### src/relobi_mux_pkg.sv
// *********************************************************************
// Reliable OBI multiplexer package: widths, OBI channel structs and
// the SEC-DED code that protects the stored response routing index.
// *********************************************************************

package relobi_mux_pkg;

  localparam int unsigned NumPorts  = 4;
  localparam int unsigned IdxWidth  = 2;
  localparam int unsigned EccWidth  = 4;
  localparam int unsigned CodeWidth = IdxWidth + EccWidth;
  localparam int unsigned AddrWidth = 32;
  localparam int unsigned DataWidth = 32;
  localparam int unsigned BeWidth   = DataWidth / 8;
  localparam int unsigned IdWidth   = 4;
  localparam int unsigned MaxTrans  = 4;
  localparam int unsigned PtrWidth  = $clog2(MaxTrans);
  localparam int unsigned CntWidth  = $clog2(MaxTrans + 1);

  typedef logic [IdxWidth-1:0]  idx_t;
  typedef logic [CodeWidth-1:0] code_t;

  typedef struct packed {
    logic [AddrWidth-1:0] addr;
    logic                 we;
    logic [BeWidth-1:0]   be;
    logic [DataWidth-1:0] wdata;
    logic [IdWidth-1:0]   aid;
  } obi_a_chan_t;

  typedef struct packed {
    logic        req;
    obi_a_chan_t a;
  } obi_req_t;

  typedef struct packed {
    logic [DataWidth-1:0] rdata;
    logic [IdWidth-1:0]   rid;
    logic                 err;
  } obi_r_chan_t;

  typedef struct packed {
    logic        gnt;
    logic        rvalid;
    obi_r_chan_t r;
  } obi_rsp_t;

  typedef struct packed {
    idx_t idx;
    logic corr;
    logic uncorr;
  } ecc_dec_t;

  // Extended Hamming code for a two-bit index. Bits 4:0 hold Hamming
  // positions 1 to 5, bit 5 holds the overall parity.
  function automatic code_t ecc_encode(idx_t idx);
    code_t code;
    code[0] = idx[0] ^ idx[1];
    code[1] = idx[0];
    code[2] = idx[0];
    code[3] = idx[1];
    code[4] = idx[1];
    code[5] = ^code[4:0];
    return code;
  endfunction

  function automatic ecc_dec_t ecc_decode(code_t code);
    ecc_dec_t   res;
    logic [2:0] syn;
    logic       par;
    code_t      fixed;
    syn[0]     = code[0] ^ code[2] ^ code[4];
    syn[1]     = code[1] ^ code[2];
    syn[2]     = code[3] ^ code[4];
    par        = ^code;
    fixed      = code;
    res.corr   = 1'b0;
    res.uncorr = 1'b0;
    if (par) begin
      // Odd parity means one flipped bit, unless it points past position 5.
      if (syn == 3'd0) begin
        res.corr = 1'b1;
      end else if (syn <= 3'd5) begin
        fixed[syn - 3'd1] = ~fixed[syn - 3'd1];
        res.corr          = 1'b1;
      end else begin
        res.uncorr = 1'b1;
      end
    end else if (syn != 3'd0) begin
      res.uncorr = 1'b1;
    end
    res.idx = {fixed[4], fixed[2]};
    return res;
  endfunction

endpackage

### src/tmr_voter.sv
// *********************************************************************
// Bitwise majority voter over three copies of a payload, with a flag
// raised whenever the copies disagree.
// *********************************************************************

`timescale 1ns/10ps

module tmr_voter #(
  parameter type payload_t = logic
) (
  input  payload_t a_i,
  input  payload_t b_i,
  input  payload_t c_i,
  output payload_t vote_o,
  output logic     fault_o
);

  // Two out of three copies win on every bit.
  assign vote_o = (a_i & b_i) | (a_i & c_i) | (b_i & c_i);

  assign fault_o = (a_i != b_i) || (a_i != c_i);

endmodule

### src/rr_arbiter.sv
// *********************************************************************
// Round-robin arbiter with lock-in. Picks one requesting subordinate
// and forwards its A channel until the manager side grants it.
// *********************************************************************

`timescale 1ns/10ps

module rr_arbiter (
  input  logic                                                 clk_i,
  input  logic                                                 rst_i,
  input  logic [relobi_mux_pkg::NumPorts-1:0]                  req_i,
  input  relobi_mux_pkg::obi_a_chan_t [relobi_mux_pkg::NumPorts-1:0] data_i,
  output logic [relobi_mux_pkg::NumPorts-1:0]                  gnt_o,
  output logic                                                 req_o,
  output relobi_mux_pkg::obi_a_chan_t                          data_o,
  input  logic                                                 gnt_i,
  output relobi_mux_pkg::idx_t                                 idx_o
);

  relobi_mux_pkg::idx_t prio_q;
  relobi_mux_pkg::idx_t lock_idx_q;
  relobi_mux_pkg::idx_t pick;
  relobi_mux_pkg::idx_t next_prio;
  logic                 lock_q;

  // First requesting port at or after the priority pointer.
  always_comb begin
    relobi_mux_pkg::idx_t cand;
    logic                 found;
    pick  = prio_q;
    found = 1'b0;
    for (int i = 0; i < relobi_mux_pkg::NumPorts; i++) begin
      cand = relobi_mux_pkg::idx_t'((int'(prio_q) + i) % relobi_mux_pkg::NumPorts);
      if (!found && req_i[cand]) begin
        pick  = cand;
        found = 1'b1;
      end
    end
  end

  // A pending request keeps its slot until granted.
  assign idx_o  = lock_q ? lock_idx_q : pick;
  assign req_o  = req_i[idx_o];
  assign data_o = data_i[idx_o];

  always_comb begin
    gnt_o        = '0;
    gnt_o[idx_o] = req_o & gnt_i;
  end

  assign next_prio =
    relobi_mux_pkg::idx_t'((int'(idx_o) + 1) % relobi_mux_pkg::NumPorts);

  always_ff @(posedge clk_i) begin
    if (rst_i) begin
      prio_q     <= '0;
      lock_q     <= 1'b0;
      lock_idx_q <= '0;
    end else begin
      if (req_o && !gnt_i) begin
        lock_q     <= 1'b1;
        lock_idx_q <= idx_o;
      end else begin
        lock_q <= 1'b0;
      end
      if (req_o && gnt_i) begin
        prio_q <= next_prio;
      end
    end
  end

endmodule

### src/index_fifo.sv
// *********************************************************************
// In-order FIFO of encoded port indices, one entry per outstanding
// request. Entries keep their check bits while stored.
// *********************************************************************

`timescale 1ns/10ps

module index_fifo (
  input  logic                  clk_i,
  input  logic                  rst_i,
  input  logic                  push_i,
  input  relobi_mux_pkg::code_t data_i,
  input  logic                  pop_i,
  output relobi_mux_pkg::code_t data_o,
  output logic                  full_o
);

  relobi_mux_pkg::code_t                   mem_q [relobi_mux_pkg::MaxTrans];
  logic [relobi_mux_pkg::PtrWidth-1:0]     wptr_q;
  logic [relobi_mux_pkg::PtrWidth-1:0]     rptr_q;
  logic [relobi_mux_pkg::CntWidth-1:0]     count_q;
  logic                                    empty;
  logic                                    do_push;
  logic                                    do_pop;

  assign full_o  = (count_q == relobi_mux_pkg::CntWidth'(relobi_mux_pkg::MaxTrans));
  assign empty   = (count_q == '0);
  assign do_push = push_i & ~full_o;
  assign do_pop  = pop_i & ~empty;

  // Head is read straight from storage, so a push shows up a cycle later.
  assign data_o = mem_q[rptr_q];

  always_ff @(posedge clk_i) begin
    if (do_push) begin
      mem_q[wptr_q] <= data_i;
    end
  end

  always_ff @(posedge clk_i) begin
    if (rst_i) begin
      wptr_q  <= '0;
      rptr_q  <= '0;
      count_q <= '0;
    end else begin
      if (do_push) begin
        wptr_q <= (wptr_q == relobi_mux_pkg::PtrWidth'(relobi_mux_pkg::MaxTrans - 1)) ?
                  '0 : wptr_q + 1'b1;
      end
      if (do_pop) begin
        rptr_q <= (rptr_q == relobi_mux_pkg::PtrWidth'(relobi_mux_pkg::MaxTrans - 1)) ?
                  '0 : rptr_q + 1'b1;
      end
      if (do_push && !do_pop) begin
        count_q <= count_q + 1'b1;
      end else if (do_pop && !do_push) begin
        count_q <= count_q - 1'b1;
      end
    end
  end

endmodule

### src/route_lane.sv
// *********************************************************************
// One response routing lane. Encodes the granted port index and steers
// rvalid to the port named by the decoded FIFO head.
// *********************************************************************

`timescale 1ns/10ps

module route_lane (
  input  relobi_mux_pkg::idx_t                sel_idx_i,
  output relobi_mux_pkg::code_t               sel_code_o,
  input  relobi_mux_pkg::code_t               head_code_i,
  input  logic                                rvalid_i,
  output logic [relobi_mux_pkg::NumPorts-1:0] rvalid_o,
  output logic                                corr_o,
  output logic                                uncorr_o
);

  relobi_mux_pkg::ecc_dec_t head_dec;

  assign sel_code_o = relobi_mux_pkg::ecc_encode(sel_idx_i);
  assign head_dec   = relobi_mux_pkg::ecc_decode(head_code_i);

  always_comb begin
    rvalid_o               = '0;
    rvalid_o[head_dec.idx] = rvalid_i;
  end

  // The head only means something while a response is popping it.
  assign corr_o   = rvalid_i & head_dec.corr;
  assign uncorr_o = rvalid_i & head_dec.uncorr;

endmodule

### src/relobi_mux.sv
// *********************************************************************
// Fault-tolerant OBI multiplexer. Arbitrates four subordinate ports
// onto one manager port and routes responses through three voted lanes.
// *********************************************************************

`timescale 1ns/10ps

module relobi_mux (
  input  logic                                                clk_i,
  input  logic                                                rst_i,
  input  relobi_mux_pkg::obi_req_t [relobi_mux_pkg::NumPorts-1:0] sbr_req_i,
  output relobi_mux_pkg::obi_rsp_t [relobi_mux_pkg::NumPorts-1:0] sbr_rsp_o,
  output relobi_mux_pkg::obi_req_t                            mgr_req_o,
  input  relobi_mux_pkg::obi_rsp_t                            mgr_rsp_i,
  output logic [1:0]                                          fault_o
);

  logic [relobi_mux_pkg::NumPorts-1:0]                  sbr_req;
  logic [relobi_mux_pkg::NumPorts-1:0]                  sbr_gnt;
  relobi_mux_pkg::obi_a_chan_t [relobi_mux_pkg::NumPorts-1:0] sbr_a;
  relobi_mux_pkg::obi_a_chan_t                          mgr_a;
  logic                                                 arb_req;
  logic                                                 arb_gnt;
  relobi_mux_pkg::idx_t                                 sel_idx;
  logic                                                 fifo_full;
  logic                                                 fifo_push;
  relobi_mux_pkg::code_t [2:0]                          sel_code;
  relobi_mux_pkg::code_t                                push_code;
  relobi_mux_pkg::code_t                                head_code;
  logic [2:0][relobi_mux_pkg::NumPorts-1:0]             lane_rvalid;
  logic [relobi_mux_pkg::NumPorts-1:0]                  rvalid_vote;
  logic [2:0]                                           lane_corr;
  logic [2:0]                                           lane_uncorr;
  logic                                                 code_fault;
  logic                                                 rvalid_fault;

  for (genvar i = 0; i < relobi_mux_pkg::NumPorts; i++) begin : gen_ports
    assign sbr_req[i]          = sbr_req_i[i].req;
    assign sbr_a[i]            = sbr_req_i[i].a;
    assign sbr_rsp_o[i].gnt    = sbr_gnt[i];
    assign sbr_rsp_o[i].rvalid = rvalid_vote[i];
    // All ports see the same R payload, only rvalid is steered.
    assign sbr_rsp_o[i].r      = mgr_rsp_i.r;
  end

  // No new request leaves while every FIFO slot is taken.
  assign mgr_req_o.req = arb_req & ~fifo_full;
  assign mgr_req_o.a   = mgr_a;
  assign arb_gnt       = mgr_rsp_i.gnt & ~fifo_full;
  assign fifo_push     = mgr_req_o.req & mgr_rsp_i.gnt;

  rr_arbiter i_arb (
    .clk_i  ( clk_i     ),
    .rst_i  ( rst_i     ),
    .req_i  ( sbr_req   ),
    .data_i ( sbr_a     ),
    .gnt_o  ( sbr_gnt   ),
    .req_o  ( arb_req   ),
    .data_o ( mgr_a     ),
    .gnt_i  ( arb_gnt   ),
    .idx_o  ( sel_idx   )
  );

  for (genvar i = 0; i < 3; i++) begin : gen_lanes
    route_lane i_lane (
      .sel_idx_i   ( sel_idx          ),
      .sel_code_o  ( sel_code[i]      ),
      .head_code_i ( head_code        ),
      .rvalid_i    ( mgr_rsp_i.rvalid ),
      .rvalid_o    ( lane_rvalid[i]   ),
      .corr_o      ( lane_corr[i]     ),
      .uncorr_o    ( lane_uncorr[i]   )
    );
  end

  tmr_voter #(
    .payload_t ( relobi_mux_pkg::code_t )
  ) i_code_vote (
    .a_i     ( sel_code[0] ),
    .b_i     ( sel_code[1] ),
    .c_i     ( sel_code[2] ),
    .vote_o  ( push_code   ),
    .fault_o ( code_fault  )
  );

  index_fifo i_fifo (
    .clk_i  ( clk_i            ),
    .rst_i  ( rst_i            ),
    .push_i ( fifo_push        ),
    .data_i ( push_code        ),
    .pop_i  ( mgr_rsp_i.rvalid ),
    .data_o ( head_code        ),
    .full_o ( fifo_full        )
  );

  tmr_voter #(
    .payload_t ( logic [relobi_mux_pkg::NumPorts-1:0] )
  ) i_rvalid_vote (
    .a_i     ( lane_rvalid[0] ),
    .b_i     ( lane_rvalid[1] ),
    .c_i     ( lane_rvalid[2] ),
    .vote_o  ( rvalid_vote    ),
    .fault_o ( rvalid_fault   )
  );

  assign fault_o[0] = code_fault | rvalid_fault | (|lane_corr);
  assign fault_o[1] = |lane_uncorr;

endmodule

### config.mk
export PLATFORM = sky130hd
export DESIGN_NAME = relobi_mux
export DESIGN_NICKNAME = d
export VERILOG_FILES = /design/src/relobi_mux_pkg.sv /design/src/tmr_voter.sv /design/src/rr_arbiter.sv /design/src/index_fifo.sv /design/src/route_lane.sv /design/src/relobi_mux.sv
export SDC_FILE = /design/constraint.sdc
export NUM_CORES = 1
export LEC_CHECK = 0
export BUFFER_PORTS_ARGS = -buffer_cell sky130_fd_sc_hd__clkbuf_2
export CORE_AREA = 2 2 221 223
export CTS_BUF_LIST = sky130_fd_sc_hd__clkbuf_8
export DETAILED_ROUTE_END_ITERATION = 7
export DIE_AREA = 0 0 223 225
export GPL_TIMING_DRIVEN = 0
export PLACE_DENSITY = 0.41
export SLEW_MARGIN = 20
export SYNTH_ARGS = -nofsm -noshare
export SYNTH_HDL_FRONTEND = slang
export SYNTH_HIERARCHICAL = 1
export SYNTH_SLANG_ARGS = --single-unit
### constraint.sdc
create_clock -name clk_i -period 4.15 [get_ports clk_i]
set_input_delay 0.2075 -clock clk_i [delete_from_list [all_inputs] [get_ports clk_i]]
set_output_delay 0.2075 -clock clk_i [all_outputs]
set_load 0.01 [all_outputs]
-- After elaboration in Yosys (flattened, before gate mapping)
Memories as Yosys holds them, arrays and structs flattened. A register that Yosys moved wholly into a read port is not among the register bits.
Index checks and enable logic that the tools add are counted.
- output and inout bits: 232
- bits in registers: 12
- memories: 1
- word-level logic and storage cells: 123
- memory bits (writable): 24
- memories (memory ; depth ; bits a word ; rd ports ; clocked after memory_dff ; write ports ; RTL line ; source):
    i_fifo.mem_q ; 4 ; 6 ; 1 ; 1 ; 1 ; index_fifo.sv:18 ; relobi_mux_pkg::code_t mem_q [relobi_mux_pkg::MaxTrans];
- reductions and logical operators: 22
- multiplexer cells: 47
- magnitude comparators: 11
- bitwise operators: 24
- eq/ne operators: 3
- add/subtract/negate cells: 9
- operators with widths (kind ; count):
    binary-select mux 73 bit (select 2 bit) ; 1
    two-way mux 73 bit ; 1
    two-way mux 1 bit ; 22
    < comparator 2 x 3 -> 1 bit, second input constant ; 6
    two-way mux 2 bit ; 8
    two-way mux 5 bit ; 3
    bitwise AND 4 bit ; 3
    OR 6 bit ; 2
    binary-select mux 1 bit (select 2 bit) ; 5
    logical AND 1 bit ; 10
    adder 2 x 1 -> 2 bit, second input constant ; 4
    bitwise AND 1 bit ; 8
    OR 4 bit ; 2
    bitwise AND 6 bit ; 1
    bitwise mux 6 bit ; 1
    zero test 1 bit ; 6
    zero test 3 bit ; 2
    two-way mux 3 bit ; 2
    XOR reduction 6 bit ; 1
    subtractor 3 x 1 -> 3 bit, second input constant ; 2
    XOR reduction 5 bit ; 1
    bitwise XOR 1 bit ; 5
    adder 2 bit, second input constant ; 2
    demux 1 bit (select 2 bit) ; 2
    12 further kinds ; 16

-- Logic depth before layout (Yosys ltp)
- word-level depth: 22
- depth in mapped cells: 18
- gate-level depth less buffers: 14

-- Hierarchy
Netlist, hierarchy kept.
- modules (own cells, without submodules) (module ; instances ; area each (um2) ; sequential area each (um2) ; cells each):
    rr_arbiter ; 1 ; 3111.7 ; 100.1 ; 318
    index_fifo ; 1 ; 1345.0 ; 900.9 ; 78
    relobi_mux ; 1 ; 1148.6 ; 0.0 ; 155
    route_lane (gen_lanes[0].i_lane ...) ; 2 ; 379.1 ; 0.0 ; 49
    route_lane (gen_lanes[2].i_lane) ; 1 ; 360.3 ; 0.0 ; 50
    tmr_voter (i_code_vote) ; 1 ; 226.5 ; 0.0 ; 22
    tmr_voter (i_rvalid_vote) ; 1 ; 151.4 ; 0.0 ; 15

-- Least setup slack after synthesis
OpenSTA, ideal clock, no wires.
- kind: reg2reg
- start point: register i_arb.prio_q[0]
- end point: register i_fifo/count_q[2] in the netlist's numbering
- path slack: 0.562 ns
- arrival time: 3.518 ns
- data required time: 4.080 ns
- path buffers: 4
- cell stages (with the launch flop): 18
- cell sequence: dfxtp_1 > nand2b_1 > a21oi_1 > o41a_1 > buf_4 > buf_4 > buf_1 > a21oi_1 > nor2b_1 > and2_1 > nor2b_1 > buf_6 > ha_1 > inv_1 > fa_1 > xor2_1 > or3_1 > a21oi_1
- RTL lines (element ; RTL line ; source):
    start: declaration ; rr_arbiter.sv:20 ; relobi_mux_pkg::idx_t prio_q;
    start signal: assignment ; rr_arbiter.sv:67 ; prio_q <= next_prio;
    end signal: assignment ; index_fifo.sv:55 ; count_q <= count_q + 1'b1;
    end signal: assignment ; index_fifo.sv:57 ; count_q <= count_q - 1'b1;
    end: declaration ; index_fifo.sv:21 ; logic [relobi_mux_pkg::CntWidth-1:0] count_q;

==> flow_summary.toml <==
[yosys]
synth_fp_nets = 1100
yosysTopAreaCellShare_pct = 31.29
post_synth.cell_area_avg_sq_um = 9.649
synth_warnings = 6
synthFlopType = "edfxtp_1"
async_flop_share_pct = 0
syn_inst = 736
synth_top_area_cell = "mux2i_1"
synth_edf_count = 24
netlist_area_sq_um = 7102
synth_cell_type_count = 73
ys_ff_latch = 38
synthTopCellsByArea = "mux2i_1, buf_4, edfxtp_1"
synth_seq_area_share_pct = 14.09

[run_status]
status = "complete, no violations"

[global_routing]
grt_max_degree = 20
grt_first_pass_wirelength_microns = 49620
grt_pass1_vias = 7268
globalRouteOverflowTotal = 0
grtUsageTotal_pct = 13.70
grt_antenna_before_repair = 37

[finish]
finish.utilization_pct = 22.67
final_nets = 1637
drive_gt1_share_pct = 62.24
final_common_cell = "clkbuf_2"
syn2layout_area_growth_pct = 51.80
final_cell_mix = "clkbuf_2, mux2i_1, buf_4"

[timing]
min_period_over_period_pct = 93.44
timing.fmax_mhz = 257.9
rsz0062_at_grt = "no"
finClkSkew_ns = 0.007822
finalSetupViolCount = 0
relSlewSlack_pct = 44.49
final.setup.tns_ns = 0
timing_worst_slew_pin_value_ns = 0.8327
final-max-slew-violation-count = 0
hold_viol_final = 0
whs_ns = 0.1871
fin_crit_ns = 3.878

[drt]
vias = 7481
wl_microns = 36460
drc_errors = 0
dr.max_layer_used = "met5"
drtPass1Iterations = 4
wl_met3_microns = 2191
wl_met2_microns = 20000
post_drt_via_cell_ratio = 3.915
wl_met1_microns = 12440
post_drt_wl_per_cell_microns = 19.08
antenna_left = 0
drt-initial-drc-count = 253

[clocking]
clockBufferDepth = 2
cts_sinks = 38
cts_tree = "done"
path_clk_slew_ns = 0.08
htreeDepth = 2
root_buffer = "clkbuf_8"
ctsHoldBuffers = 0
cts_buffers = 5
clock_latency_ns = 0.30

[critical_path]
endpoint_kind = "output pin"
cp.required_ns = 3.94
reg2reg_depth = 16
arrival_ns = 3.67
slowest_delay_ns = 0.61
ff2ff_setup_slack_ns = 0.61
path_cells = "buf_4 -> mux4_2 -> buf_4 -> or4_4 -> a21oi_2 -> a221oi_1 -> nor3b_2 -> ha_1 -> nor4_2 -> nand2_1 -> nor3_2 -> nand2_1 -> clkbuf_2"
r2r-start = "i_arb/prio_q[0]"
startpoint_type = "register"
crit_slowest_cell = "mux4_2"
worstSetupPathType = "reg2out"
r2r_end = "i_fifo/count_q[2]"
cp_max_fo = 9

[hold_path]
worstHoldStart = "rst_i"
hp-class = "in2reg"
holdPathStages = 2
min_delay_worst_endpoint = "i_arb/lock_idx_q[0]"

[power_and_ir_drop]
post-layout-total-power_uw = 4601
vdd_drop_max_mv = 0.1948
power_density_nw_per_um2 = 426.8
p_seq_share_pct = 12.1
p_int_uw = 2520
switching_share_pct = 45.23
p_clk_share_pct = 8.3
switchingPower_uw = 2081
p_leak_uw = 0.005687
p_comb_share_pct = 79.6

[die]
die_height_microns = 225
die_area_sq_um = 50180
chipWidth_microns = 223
core_area_sq_um = 47550
start_util_pct = 14.94
io_pins = 569
row_count = 80

[placement]
gp_congestion = 0.8735
port_buffers = 529
dp.final_hpwl_microns = 33250

[job]
maxCapViolCount = 0
==> critical path: cells and delay by family (launching register included) <==
family                     cells  cell delay, ns
and+or+nand+nor                6            1.40
muxes                          1            0.61
buffers and inverters          3            0.51
DFF                            1            0.32
adders and majority gates      1            0.28
AOI/OAI and AO/OA              2            0.26
==> how the worst max path moves through the flow <==
stage                        end  cells after the start  slack, ns
3_5_place_dp   i_fifo/count_q[2]                     17      -0.01
3_3_place_gp   i_fifo/count_q[2]                     17      0.006
5_1_grt               fault_o[0]                     13      0.004
4_1_cts               fault_o[0]                     14       0.04
2_1_floorplan  i_fifo/count_q[2]                     17       0.56
6_report              fault_o[0]                     13       0.27
==> flip-flops by register name, indices dropped and copies added (netlist names), named ones only <==
register / count
i_fifo/wptr_q: 2
i_arb/lock_q: 1
i_fifo/count_q: 3
i_fifo/rptr_q: 2
i_arb/prio_q: 2
i_arb/lock_idx_q: 2
i_fifo/mem_q: 24
==> kinds of logic (layout without fill, tap and decap cells) <==
| kind of cell | Yosys count | after routing | share of synthesized area [%] |
|---|---|---|---|
| AO/OA/AOI/OAI | 82 | 82 | 8.756 |
| XOR/XNOR | 17 | 17 | 2.097 |
| adder cells (fa/ha/maj) | 27 | 27 | 4.863 |
| buffers and inverters | 223 | 761 | 25.05 |
| flip-flops | 38 | 38 | 14.09 |
| multiplexers | 232 | 232 | 33.93 |
| other | 0 | 22 | 0 |
| AND/OR/NAND/NOR | 117 | 117 | 11.20 |
==> power by group through the flow <==
stage	combinational [uW]	clock [uW]	sequential [uW]
2_1_floorplan	2580	0	551
3_3_place_gp	3600	0	563
3_5_place_dp	3630	0	565
4_1_cts	3640	399	557
5_1_grt	4010	413	568
6_report	3660	382	556
==> layout make-up <==
cell class	count	area, sq um
Fill cell	5342	36770
Multi-Input combinational cell	475	4370
Timing Repair Buffer	531	2663
Buffer	210	1738
Sequential cell	38	1002
Tap cell	615	769.5
Clock buffer	5	68.82
Clock inverter	3	68.82
Antenna cell	22	55.05
Inverter	12	45.04
==> routing by layer <==
| metal | global-route usage [%] | vias up |
|---|---|---|
| li1 | - | 3616 |
| met1 | 13.09 | 3482 |
| met2 | 26.39 | 306 |
| met3 | 3.468 | 71 |
| met4 | 8.119 | 6 |
| met5 | 0 | - |
==> per-stage QoR <==
step | worst slack (ns) | instance area (sq um) | std cells
floorplan | 0.5623 | 7102 | 736
global placement | 0.005863 | 10520 | 1880
detailed placement | -0.01285 | 10520 | 1880
CTS | 0.03804 | 10670 | 1887
global route | 0.003689 | 10770 | 1905
finish | 0.2721 | 10780 | 1911
==> synth_stat cells, drive strengths merged, types with 4 or more instances <==
master and n:
nor2 15, clkbuf 5, or3 7, nor3b 7
nor3 5, and3 6, buf 202, mux2 4
a211oi 7, nand2b 8, a31oi 5, nand4b 4
and2 10, o211ai 5, dfxtp 14, mux4 6
ha 26, xnor2 12, edfxtp 24, xor2 5
a211o 13, bufbuf 4, nor4 7, nand3 7
o21ai 11, nand2 14, nor2b 8, inv 12
a21oi 22, mux2i 222
==> repair_timing <==
action	in CTS	in global routing
setup endpoints to repair	2	1
resized for setup	3	11
pin swaps	1	3
setup buffers	0	2
Power figures use the tool's default switching activity.
